[src/source/sysctrl_pkg.sv]
// ------------------------------------------------
// system control package
// register map, field widths and reset values for
// the memory-mapped system control slave
// ------------------------------------------------
package sysctrl_pkg;

  localparam int BUS_DW  = 32;
  localparam int OFF_W   = 8;
  localparam int STRB_W  = BUS_DW / 8;
  localparam int GPIO_W  = 16;
  localparam int ROUTE_W = 2;

  typedef logic [BUS_DW-1:0]  bus_data_t;
  typedef logic [OFF_W-1:0]   reg_offset_t;
  typedef logic [STRB_W-1:0]  byte_en_t;
  typedef logic [GPIO_W-1:0]  gpio_t;
  // zero means the route or source is off
  typedef logic [ROUTE_W-1:0] route_sel_t;

  // gpio pad registers
  localparam reg_offset_t OFF_GPIO_DATA   = 8'h00;
  localparam reg_offset_t OFF_GPIO_OEB    = 8'h04;
  localparam reg_offset_t OFF_GPIO_PU     = 8'h08;
  localparam reg_offset_t OFF_GPIO_PD     = 8'h0C;
  // read-only housekeeping info
  localparam reg_offset_t OFF_HK_CONFIG   = 8'h18;
  localparam reg_offset_t OFF_HK_ENA      = 8'h1C;
  localparam reg_offset_t OFF_HK_PLL      = 8'h20;
  localparam reg_offset_t OFF_HK_MFGR     = 8'h24;
  localparam reg_offset_t OFF_HK_PROD     = 8'h28;
  localparam reg_offset_t OFF_HK_MASK     = 8'h2C;
  localparam reg_offset_t OFF_CLK_EXT_SEL = 8'h30;
  // pad routing and irq source select
  localparam reg_offset_t OFF_XTAL_DEST   = 8'h34;
  localparam reg_offset_t OFF_PLL_DEST    = 8'h38;
  localparam reg_offset_t OFF_TRAP_DEST   = 8'h3C;
  localparam reg_offset_t OFF_IRQ7_SRC    = 8'h40;
  localparam reg_offset_t OFF_IRQ8_SRC    = 8'h44;

  // all pads come up as inputs
  localparam gpio_t GPIO_OEB_RESET = '1;
  localparam gpio_t GPIO_RESET     = '0;

  // first pad of each routing group, first gpio input per irq
  localparam int PAD_XTAL_BASE  = 5;
  localparam int PAD_PLL_BASE   = 8;
  localparam int PAD_TRAP_BASE  = 11;
  localparam int IRQ7_GPIO_BASE = 0;
  localparam int IRQ8_GPIO_BASE = 3;

endpackage
[src/source/iomem_sysctrl.sv]
// ------------------------------------------------
// system control slave, top level
// bus slave, gpio registers and pad mux for the
// 0x0300_00xx register window
// ------------------------------------------------
`timescale 1ns/100ps

module iomem_sysctrl
  import sysctrl_pkg::*;
(
  input  logic        clk_i,
  input  logic        rst_n_i,
  input  logic        iomem_valid_i,
  input  reg_offset_t iomem_addr_i,
  input  byte_en_t    iomem_wstrb_i,
  input  bus_data_t   iomem_wdata_i,
  output logic        iomem_ready_o,
  output bus_data_t   iomem_rdata_o,
  input  logic        xtal_in_i,
  input  logic        clk_pll_i,
  input  logic        trap_i,
  input  logic [7:0]  hk_config_i,
  input  logic        hk_xtal_ena_i,
  input  logic        hk_reg_ena_i,
  input  logic        hk_pll_cp_ena_i,
  input  logic        hk_pll_vco_ena_i,
  input  logic        hk_pll_bias_ena_i,
  input  logic [3:0]  hk_pll_trim_i,
  input  logic [11:0] hk_mfgr_id_i,
  input  logic [7:0]  hk_prod_id_i,
  input  logic [3:0]  hk_mask_rev_i,
  input  logic        clk_ext_sel_i,
  input  gpio_t       gpio_in_i,
  output gpio_t       gpio_out_o,
  output gpio_t       gpio_outenb_o,
  output gpio_t       gpio_pullupb_o,
  output gpio_t       gpio_pulldownb_o,
  output logic        irq_7_o,
  output logic        irq_8_o
);

  logic        wr_en;
  reg_offset_t wr_offset;
  byte_en_t    wr_strb;
  bus_data_t   wr_data;
  gpio_t       gpio_q;
  gpio_t       gpio_oeb;
  gpio_t       gpio_pu;
  gpio_t       gpio_pd;
  route_sel_t  xtal_dest, pll_dest, trap_dest, irq7_src, irq8_src;

  sysctrl_bus_slave sysctrl_bus_slave_inst (
    .clk_i             (clk_i),
    .rst_n_i           (rst_n_i),
    .iomem_valid_i     (iomem_valid_i),
    .iomem_addr_i      (iomem_addr_i),
    .iomem_wstrb_i     (iomem_wstrb_i),
    .iomem_wdata_i     (iomem_wdata_i),
    .iomem_ready_o     (iomem_ready_o),
    .iomem_rdata_o     (iomem_rdata_o),
    .wr_en_o           (wr_en),
    .wr_offset_o       (wr_offset),
    .wr_strb_o         (wr_strb),
    .wr_data_o         (wr_data),
    // data reads back the final pad value, not the raw register
    .gpio_out_i        (gpio_out_o),
    .gpio_in_i         (gpio_in_i),
    .gpio_oeb_i        (gpio_oeb),
    .gpio_pu_i         (gpio_pu),
    .gpio_pd_i         (gpio_pd),
    .xtal_dest_i       (xtal_dest),
    .pll_dest_i        (pll_dest),
    .trap_dest_i       (trap_dest),
    .irq7_src_i        (irq7_src),
    .irq8_src_i        (irq8_src),
    .hk_config_i       (hk_config_i),
    .hk_xtal_ena_i     (hk_xtal_ena_i),
    .hk_reg_ena_i      (hk_reg_ena_i),
    .hk_pll_cp_ena_i   (hk_pll_cp_ena_i),
    .hk_pll_vco_ena_i  (hk_pll_vco_ena_i),
    .hk_pll_bias_ena_i (hk_pll_bias_ena_i),
    .hk_pll_trim_i     (hk_pll_trim_i),
    .hk_mfgr_id_i      (hk_mfgr_id_i),
    .hk_prod_id_i      (hk_prod_id_i),
    .hk_mask_rev_i     (hk_mask_rev_i),
    .clk_ext_sel_i     (clk_ext_sel_i)
  );

  gpio_regs gpio_regs_inst (
    .clk_i       (clk_i),
    .rst_n_i     (rst_n_i),
    .wr_en_i     (wr_en),
    .wr_offset_i (wr_offset),
    .wr_strb_i   (wr_strb),
    .wr_data_i   (wr_data),
    .gpio_o      (gpio_q),
    .gpio_oeb_o  (gpio_oeb),
    .gpio_pu_o   (gpio_pu),
    .gpio_pd_o   (gpio_pd)
  );

  pin_mux pin_mux_inst (
    .clk_i            (clk_i),
    .rst_n_i          (rst_n_i),
    .wr_en_i          (wr_en),
    .wr_offset_i      (wr_offset),
    .wr_strb_i        (wr_strb),
    .wr_data_i        (wr_data),
    .gpio_i           (gpio_q),
    .gpio_oeb_i       (gpio_oeb),
    .gpio_pu_i        (gpio_pu),
    .gpio_pd_i        (gpio_pd),
    .xtal_in_i        (xtal_in_i),
    .clk_pll_i        (clk_pll_i),
    .trap_i           (trap_i),
    .gpio_in_i        (gpio_in_i),
    .xtal_dest_o      (xtal_dest),
    .pll_dest_o       (pll_dest),
    .trap_dest_o      (trap_dest),
    .irq7_src_o       (irq7_src),
    .irq8_src_o       (irq8_src),
    .gpio_out_o       (gpio_out_o),
    .gpio_outenb_o    (gpio_outenb_o),
    .gpio_pullupb_o   (gpio_pullupb_o),
    .gpio_pulldownb_o (gpio_pulldownb_o),
    .irq_7_o          (irq_7_o),
    .irq_8_o          (irq_8_o)
  );

endmodule

[src/source/sysctrl_bus_slave.sv]
// ------------------------------------------------
// native valid/ready bus slave
// one-cycle ready, write commit pulse and the
// registered read-back multiplexer
// ------------------------------------------------
`timescale 1ns/100ps

module sysctrl_bus_slave
  import sysctrl_pkg::*;
(
  input  logic        clk_i,
  input  logic        rst_n_i,
  input  logic        iomem_valid_i,
  input  reg_offset_t iomem_addr_i,
  input  byte_en_t    iomem_wstrb_i,
  input  bus_data_t   iomem_wdata_i,
  output logic        iomem_ready_o,
  output bus_data_t   iomem_rdata_o,
  output logic        wr_en_o,
  output reg_offset_t wr_offset_o,
  output byte_en_t    wr_strb_o,
  output bus_data_t   wr_data_o,
  input  gpio_t       gpio_out_i,
  input  gpio_t       gpio_in_i,
  input  gpio_t       gpio_oeb_i,
  input  gpio_t       gpio_pu_i,
  input  gpio_t       gpio_pd_i,
  input  route_sel_t  xtal_dest_i,
  input  route_sel_t  pll_dest_i,
  input  route_sel_t  trap_dest_i,
  input  route_sel_t  irq7_src_i,
  input  route_sel_t  irq8_src_i,
  input  logic [7:0]  hk_config_i,
  input  logic        hk_xtal_ena_i,
  input  logic        hk_reg_ena_i,
  input  logic        hk_pll_cp_ena_i,
  input  logic        hk_pll_vco_ena_i,
  input  logic        hk_pll_bias_ena_i,
  input  logic [3:0]  hk_pll_trim_i,
  input  logic [11:0] hk_mfgr_id_i,
  input  logic [7:0]  hk_prod_id_i,
  input  logic [3:0]  hk_mask_rev_i,
  input  logic        clk_ext_sel_i
);

  logic      ready_q;
  logic      accept;
  bus_data_t rdata_d;
  bus_data_t rdata_q;

  // first cycle of a request that has not been answered yet
  assign accept = iomem_valid_i && !ready_q;

  always_ff @(posedge clk_i or negedge rst_n_i) begin
    if (!rst_n_i) begin
      ready_q <= 1'b0;
    end else begin
      ready_q <= accept;
    end
  end

  // registers commit on the same edge that raises ready
  assign wr_en_o     = accept && (iomem_wstrb_i != '0);
  assign wr_offset_o = iomem_addr_i;
  assign wr_strb_o   = iomem_wstrb_i;
  assign wr_data_o   = iomem_wdata_i;

  always_comb begin
    case (iomem_addr_i)
      OFF_GPIO_DATA:   rdata_d = {gpio_out_i, gpio_in_i};
      OFF_GPIO_OEB:    rdata_d = bus_data_t'(gpio_oeb_i);
      OFF_GPIO_PU:     rdata_d = bus_data_t'(gpio_pu_i);
      OFF_GPIO_PD:     rdata_d = bus_data_t'(gpio_pd_i);
      OFF_HK_CONFIG:   rdata_d = bus_data_t'(hk_config_i);
      OFF_HK_ENA:      rdata_d = bus_data_t'({hk_xtal_ena_i, hk_reg_ena_i});
      OFF_HK_PLL: begin
        rdata_d = bus_data_t'({hk_pll_trim_i, hk_pll_cp_ena_i,
                               hk_pll_vco_ena_i, hk_pll_bias_ena_i});
      end
      OFF_HK_MFGR:     rdata_d = bus_data_t'(hk_mfgr_id_i);
      OFF_HK_PROD:     rdata_d = bus_data_t'(hk_prod_id_i);
      OFF_HK_MASK:     rdata_d = bus_data_t'(hk_mask_rev_i);
      OFF_CLK_EXT_SEL: rdata_d = bus_data_t'(clk_ext_sel_i);
      OFF_XTAL_DEST:   rdata_d = bus_data_t'(xtal_dest_i);
      OFF_PLL_DEST:    rdata_d = bus_data_t'(pll_dest_i);
      OFF_TRAP_DEST:   rdata_d = bus_data_t'(trap_dest_i);
      OFF_IRQ7_SRC:    rdata_d = bus_data_t'(irq7_src_i);
      OFF_IRQ8_SRC:    rdata_d = bus_data_t'(irq8_src_i);
      default:         rdata_d = '0;
    endcase
  end

  // sampled before the write lands, so reads show the old value
  always_ff @(posedge clk_i) begin
    if (accept) begin
      rdata_q <= rdata_d;
    end
  end

  assign iomem_ready_o = ready_q;
  assign iomem_rdata_o = rdata_q;

endmodule

[src/source/pin_mux.sv]
// ------------------------------------------------
// pad routing and irq source select
// puts crystal, pll, core clock or trap onto fixed
// gpio pads and picks gpio inputs for irq 7 and 8
// ------------------------------------------------
`timescale 1ns/100ps

module pin_mux
  import sysctrl_pkg::*;
(
  input  logic        clk_i,
  input  logic        rst_n_i,
  input  logic        wr_en_i,
  input  reg_offset_t wr_offset_i,
  input  byte_en_t    wr_strb_i,
  input  bus_data_t   wr_data_i,
  input  gpio_t       gpio_i,
  input  gpio_t       gpio_oeb_i,
  input  gpio_t       gpio_pu_i,
  input  gpio_t       gpio_pd_i,
  input  logic        xtal_in_i,
  input  logic        clk_pll_i,
  input  logic        trap_i,
  input  gpio_t       gpio_in_i,
  output route_sel_t  xtal_dest_o,
  output route_sel_t  pll_dest_o,
  output route_sel_t  trap_dest_o,
  output route_sel_t  irq7_src_o,
  output route_sel_t  irq8_src_o,
  output gpio_t       gpio_out_o,
  output gpio_t       gpio_outenb_o,
  output gpio_t       gpio_pullupb_o,
  output gpio_t       gpio_pulldownb_o,
  output logic        irq_7_o,
  output logic        irq_8_o
);

  route_sel_t xtal_q, pll_q, trap_q, irq7_q, irq8_q;
  gpio_t      ovr_mask;
  gpio_t      drv_mask;
  gpio_t      drv_val;

  // routing codes live in data bits 1:0, byte lane 0 only
  always_ff @(posedge clk_i or negedge rst_n_i) begin
    if (!rst_n_i) begin
      xtal_q <= '0;
      pll_q  <= '0;
      trap_q <= '0;
      irq7_q <= '0;
      irq8_q <= '0;
    end else if (wr_en_i && wr_strb_i[0]) begin
      case (wr_offset_i)
        OFF_XTAL_DEST: xtal_q <= wr_data_i[ROUTE_W-1:0];
        OFF_PLL_DEST:  pll_q  <= wr_data_i[ROUTE_W-1:0];
        OFF_TRAP_DEST: trap_q <= wr_data_i[ROUTE_W-1:0];
        OFF_IRQ7_SRC:  irq7_q <= wr_data_i[ROUTE_W-1:0];
        OFF_IRQ8_SRC:  irq8_q <= wr_data_i[ROUTE_W-1:0];
        default: ;
      endcase
    end
  end

  // any non-zero code takes over the whole three-pad group
  always_comb begin
    ovr_mask = '0;
    drv_mask = '0;
    drv_val  = '0;
    drv_val[PAD_XTAL_BASE +: 3] = {3{xtal_in_i}};
    drv_val[PAD_PLL_BASE]       = clk_pll_i;
    drv_val[PAD_PLL_BASE + 1]   = clk_i;
    drv_val[PAD_TRAP_BASE +: 3] = {3{trap_i}};
    if (xtal_q != '0) begin
      ovr_mask[PAD_XTAL_BASE +: 3]               = 3'b111;
      drv_mask[PAD_XTAL_BASE + int'(xtal_q) - 1] = 1'b1;
    end
    if (pll_q != '0) begin
      ovr_mask[PAD_PLL_BASE +: 3] = 3'b111;
      // code 3 claims the group but drives nothing
      if (pll_q != 2'd3) drv_mask[PAD_PLL_BASE + int'(pll_q) - 1] = 1'b1;
    end
    if (trap_q != '0) begin
      ovr_mask[PAD_TRAP_BASE +: 3]               = 3'b111;
      drv_mask[PAD_TRAP_BASE + int'(trap_q) - 1] = 1'b1;
    end
  end

  assign gpio_out_o       = (gpio_i & ~drv_mask) | (drv_val & drv_mask);
  // pads stay inputs while reset is held
  assign gpio_outenb_o    = {GPIO_W{~rst_n_i}} | (gpio_oeb_i & ~ovr_mask);
  assign gpio_pullupb_o   = gpio_pu_i | ovr_mask;
  assign gpio_pulldownb_o = gpio_pd_i | ovr_mask;

  assign irq_7_o = (irq7_q == '0) ? 1'b0 : gpio_in_i[IRQ7_GPIO_BASE + int'(irq7_q) - 1];
  assign irq_8_o = (irq8_q == '0) ? 1'b0 : gpio_in_i[IRQ8_GPIO_BASE + int'(irq8_q) - 1];

  assign xtal_dest_o = xtal_q;
  assign pll_dest_o  = pll_q;
  assign trap_dest_o = trap_q;
  assign irq7_src_o  = irq7_q;
  assign irq8_src_o  = irq8_q;

endmodule

[src/source/gpio_regs.sv]
// ------------------------------------------------
// gpio pad registers
// data, output enable, pull-up and pull-down with
// independent byte-lane writes
// ------------------------------------------------
`timescale 1ns/100ps

module gpio_regs
  import sysctrl_pkg::*;
(
  input  logic        clk_i,
  input  logic        rst_n_i,
  input  logic        wr_en_i,
  input  reg_offset_t wr_offset_i,
  input  byte_en_t    wr_strb_i,
  input  bus_data_t   wr_data_i,
  output gpio_t       gpio_o,
  output gpio_t       gpio_oeb_o,
  output gpio_t       gpio_pu_o,
  output gpio_t       gpio_pd_o
);

  gpio_t gpio_q, oeb_q, pu_q, pd_q;

  // update the low and high byte lane on their own strobes
  function automatic gpio_t lane_merge(gpio_t cur, bus_data_t d, byte_en_t s);
    gpio_t res;
    res = cur;
    if (s[0]) res[7:0] = d[7:0];
    if (s[1]) res[15:8] = d[15:8];
    return res;
  endfunction

  always_ff @(posedge clk_i or negedge rst_n_i) begin
    if (!rst_n_i) begin
      gpio_q <= GPIO_RESET;
      oeb_q  <= GPIO_OEB_RESET;
      pu_q   <= GPIO_RESET;
      pd_q   <= GPIO_RESET;
    end else if (wr_en_i) begin
      case (wr_offset_i)
        OFF_GPIO_DATA: gpio_q <= lane_merge(gpio_q, wr_data_i, wr_strb_i);
        OFF_GPIO_OEB:  oeb_q  <= lane_merge(oeb_q, wr_data_i, wr_strb_i);
        OFF_GPIO_PU:   pu_q   <= lane_merge(pu_q, wr_data_i, wr_strb_i);
        OFF_GPIO_PD:   pd_q   <= lane_merge(pd_q, wr_data_i, wr_strb_i);
        default: ;
      endcase
    end
  end

  assign gpio_o     = gpio_q;
  assign gpio_oeb_o = oeb_q;
  assign gpio_pu_o  = pu_q;
  assign gpio_pd_o  = pd_q;

endmodule

[config.mk]
export PLATFORM = sky130hd
export DESIGN_NAME = iomem_sysctrl
export DESIGN_NICKNAME = d
export VERILOG_FILES = /design/src/source/sysctrl_pkg.sv /design/src/source/iomem_sysctrl.sv /design/src/source/sysctrl_bus_slave.sv /design/src/source/pin_mux.sv /design/src/source/gpio_regs.sv
export SDC_FILE = /design/constraint.sdc
export NUM_CORES = 1
export LEC_CHECK = 0
export BUFFER_PORTS_ARGS = -buffer_cell sky130_fd_sc_hd__buf_4
export CAP_MARGIN = 15
export CORE_ASPECT_RATIO = 1.2
export CORE_MARGIN = 4
export CORE_UTILIZATION = 45
export CTS_CLUSTER_SIZE = 40
export DETAILED_ROUTE_END_ITERATION = 6
export GPL_ROUTABILITY_DRIVEN = 0
export PLACE_DENSITY_LB_ADDON = 0.08
export SYNTH_ARGS = -nofsm -noshare
export SYNTH_HDL_FRONTEND = slang
export SYNTH_SLANG_ARGS = --single-unit
[constraint.sdc]
create_clock -name clk_i -period 4.76 [get_ports clk_i]
set_input_delay 0.476 -clock clk_i [delete_from_list [all_inputs] [get_ports clk_i]]
set_output_delay 0.476 -clock clk_i [all_outputs]
set_load 0.01 [all_outputs]
==> impl_metrics.py <==
metrics = {
    "synthesis": {
        "ys_seq_elements": 107,
        "synth-async-reset-ratio_pct": 70.1,
        "postSynthAreaPerCell_um2": 11.5,
        "synth_top_area_cell": "dfrtp_1",
        "yosysTopAreaCellShare_pct": 24.7,
        "synth_nets": 639,
        "synth.yosys.seq_area_share_pct": 47.8,
        "syn_area_um2": 5980,
        "syn_inst": 519,
        "yosys_warnings": 0,
        "yosys-top-cells-area": "dfrtp_1 25%, mux2_2 17%, edfxtp_1 16%, dfstp_2 7.0%, nand2_1 3.4%",
        "ys_types": 53,
        "synth-main-ff-cell": "dfrtp_1",
        "synth_edf_count": 32,
    },
    "route": {
        "drtIter0Drc": 543,
        "routed_via_density": 5.82,
        "route.detailed.drc": 0,
        "wl_um": 19200,
        "ant_nets": 0,
        "first_pass_iters": 5,
        "vias": 5038,
        "routedWlPerCell_um": 22.2,
    },
    "pwr": {
        "power_density_nw_per_um2": 293,
        "irDropWorstVdd_mv": 0.180,
        "p_leak_nw": 3.77,
    },
    "die": {
        "rows": 45,
        "start_util_pct": 46.6,
        "io-pin-count": 207,
        "chipWidth_um": 113,
        "die-area_um2": 15200,
        "dieHeight_um": 134,
        "core_um2": 12800,
    },
    "setup_path": {
        "critPathLaunchType": "clock port",
        "critPathKind": "clock port to output pin",
        "end_kind": "output pin",
        "r2r-end": "sysctrl_bus_slave_inst.iomem_rdata_o[25]$_DFFE_PP_",
        "r2r_cells": 9,
        "r2r_setup_slack_ps": 1860,
        "reg2reg_from": "pin_mux_inst.trap_dest_o[0]$_DFFE_PN0P_",
        "cp.arrival_ps": 3730,
        "cp-startpoint": "clk_i",
        "crit_end": "gpio_out_o[9]",
        "crit_path_max_fanout": 2,
        "worstPathRequired_ps": 4280,
    },
    "clock_tree": {
        "cts_tree": "done",
        "cts_resized": 0,
        "path_clk_slew_ps": 70,
        "hold_buffers": 0,
        "clk_latency_ps": 460,
        "post_cts_buffers": 0,
    },
    "run_status": {
        "status": "complete, no violations",
    },
    "grt": {
        "grt_pass1_wl_um": 29200,
        "grt_pass1_vias": 5067,
        "track_usage_pct": 25.7,
        "grt-ovfl-total": 0,
        "grt_max_degree": 73,
        "antenna_found_initial": 0,
    },
    "sta": {
        "worst-slew-pin-transition_ps": 1180,
        "max-slew-margin-rel_pct": 20.6,
        "hold_viol_final": 0,
        "fin_skew_ps": 12.0,
        "grt_setup_unrepaired": "false",
        "setup_viol": 0,
        "whs_ps": 142,
        "slew_violations": 0,
        "setup_tns_ps": 0,
        "finalWorstSetupSlack_ps": 552,
    },
    "layout": {
        "drive_gt1_share_pct": 48.9,
        "nets": 815,
        "area_growth_pct": 33.6,
        "final_common_cell": "buf_4",
        "fill_cells": 1090,
        "multi_input_comb_area_um2": 2890,
        "final_cells": 865,
        "final-seq-area_um2": 2860,
        "fin_area_um2": 7990,
        "antennaDiodeCount": 0,
        "most-common-layout-cells": "194 x buf_4, 89 x mux2_2, 59 x dfrtp_1",
    },
    "min_path": {
        "hold_path.class": "input pin to asynchronous set/reset pin",
    },
    "flow_run": {
        "cap_violations": 0,
    },
    "placement": {
        "portBuffers": 188,
        "placed_area_um2": 7440,
        "dp_slack_ps": 1510,
        "dp.cells": 838,
        "hpwlAfterDp_um": 14300,
    },
}
## kinds of logic after synthesis
family / count (synthesis) / share of synthesized area, %
DFF: 107 / 47.8
AOI/OAI and AO/OA: 80 / 8.85
buffers and inverters: 47 / 4.06
adders and majority gates: 12 / 2.51
and+or+nand+nor: 165 / 15.8
muxes: 107 / 20.9
xor gates and xnor gates: 1 / 0.147
## synth_stat cells, drive strengths merged, types with 2 or more instances
master  count
or3        13
a31oi       3
mux2i      11
mux2       91
mux4        5
buf        23
clkbuf     15
nor2       21
and3        5
inv         9
a21oi      11
a221oi      2
dfstp      16
and2       10
nand3      15
o21a        5
a22oi      23
dfrtp      59
nor4b       3
nand2b     16
o21ai      19
a211oi      2
nand2      54
nor4        2
o22ai       6
ha         12
nor2b       7
nand3b      2
nor3       11
edfxtp     32
## layer usage
layer	up-vias	track usage (%)	share of wire [%]
met5	-	0	0
li1	2254	-	-
met2	269	40.9	48
met4	0	11.4	2.6
met3	45	5.05	7.8
met1	2470	33.9	41
## worst min-delay path by stage
stage	startpoint	end	depth (start not counted)
after floorplan	rst_n_i	gpio_regs_inst.gpio_o[0]$_DFFE_PN0P_	0
after global placement	clk_i	sysctrl_bus_slave_inst.iomem_rdata_o[25]$_DFFE_PP_	2
after detailed placement	clk_i	sysctrl_bus_slave_inst.iomem_rdata_o[25]$_DFFE_PP_	2
after CTS	rst_n_i	gpio_regs_inst.gpio_pd_o[1]$_DFFE_PN0P_	1
after global routing	rst_n_i	gpio_regs_inst.gpio_pu_o[1]$_DFFE_PN0P_	1
final	rst_n_i	gpio_regs_inst.gpio_pd_o[1]$_DFFE_PN0P_	1
## stage by stage
| step | total power [mW] | utilization [%] |
|---|---|---|
| floorplan | 1.12 | - |
| global placement | 1.28 | 57.9 |
| detailed placement | 1.29 | 57.9 |
| CTS | 2.35 | 62.2 |
| global route | 2.42 | 62.3 |
| finish | 2.34 | 62.3 |
## layout make-up
type                       count  area share [%]
multi-input combinational    365            36.2
sequential                   107            35.8
timing repair buffer         193            18.1
clock buffer                  20            5.78
tap                          164            2.57
clock inverter                 7            1.14
inverter                       9           0.423
## sequential cells by signal, summed over array words and instances, names as in the netlist
| register | flops |
|---|---|
| sysctrl_bus_slave_inst.iomem_ready_o | 1 |
| gpio_regs_inst.gpio_pu_o | 16 |
| gpio_regs_inst.gpio_oeb_o | 16 |
| gpio_regs_inst.gpio_pd_o | 16 |
| pin_mux_inst.pll_dest_o | 2 |
| pin_mux_inst.trap_dest_o | 2 |
| pin_mux_inst.xtal_dest_o | 2 |
| pin_mux_inst.irq8_src_o | 2 |
| sysctrl_bus_slave_inst.iomem_rdata_o | 32 |
| gpio_regs_inst.gpio_o | 16 |
| pin_mux_inst.irq7_src_o | 2 |
## power breakdown
group | switching [mW] | internal (mW)
registers | 0.0165 | 0.974
clock network | 0.392 | 0.681
logic | 0.145 | 0.132
## critical path: stages
cell	delay (ps)
clkbuf_16	120
clkbuf_16	140
clkbuf_16	140
clkbuf_16	140
clkbuf_16	130
mux2_2	280
clkbuf_16	150
clkbuf_16	130
buf_4	130
Power figures use the tool's default switching activity.
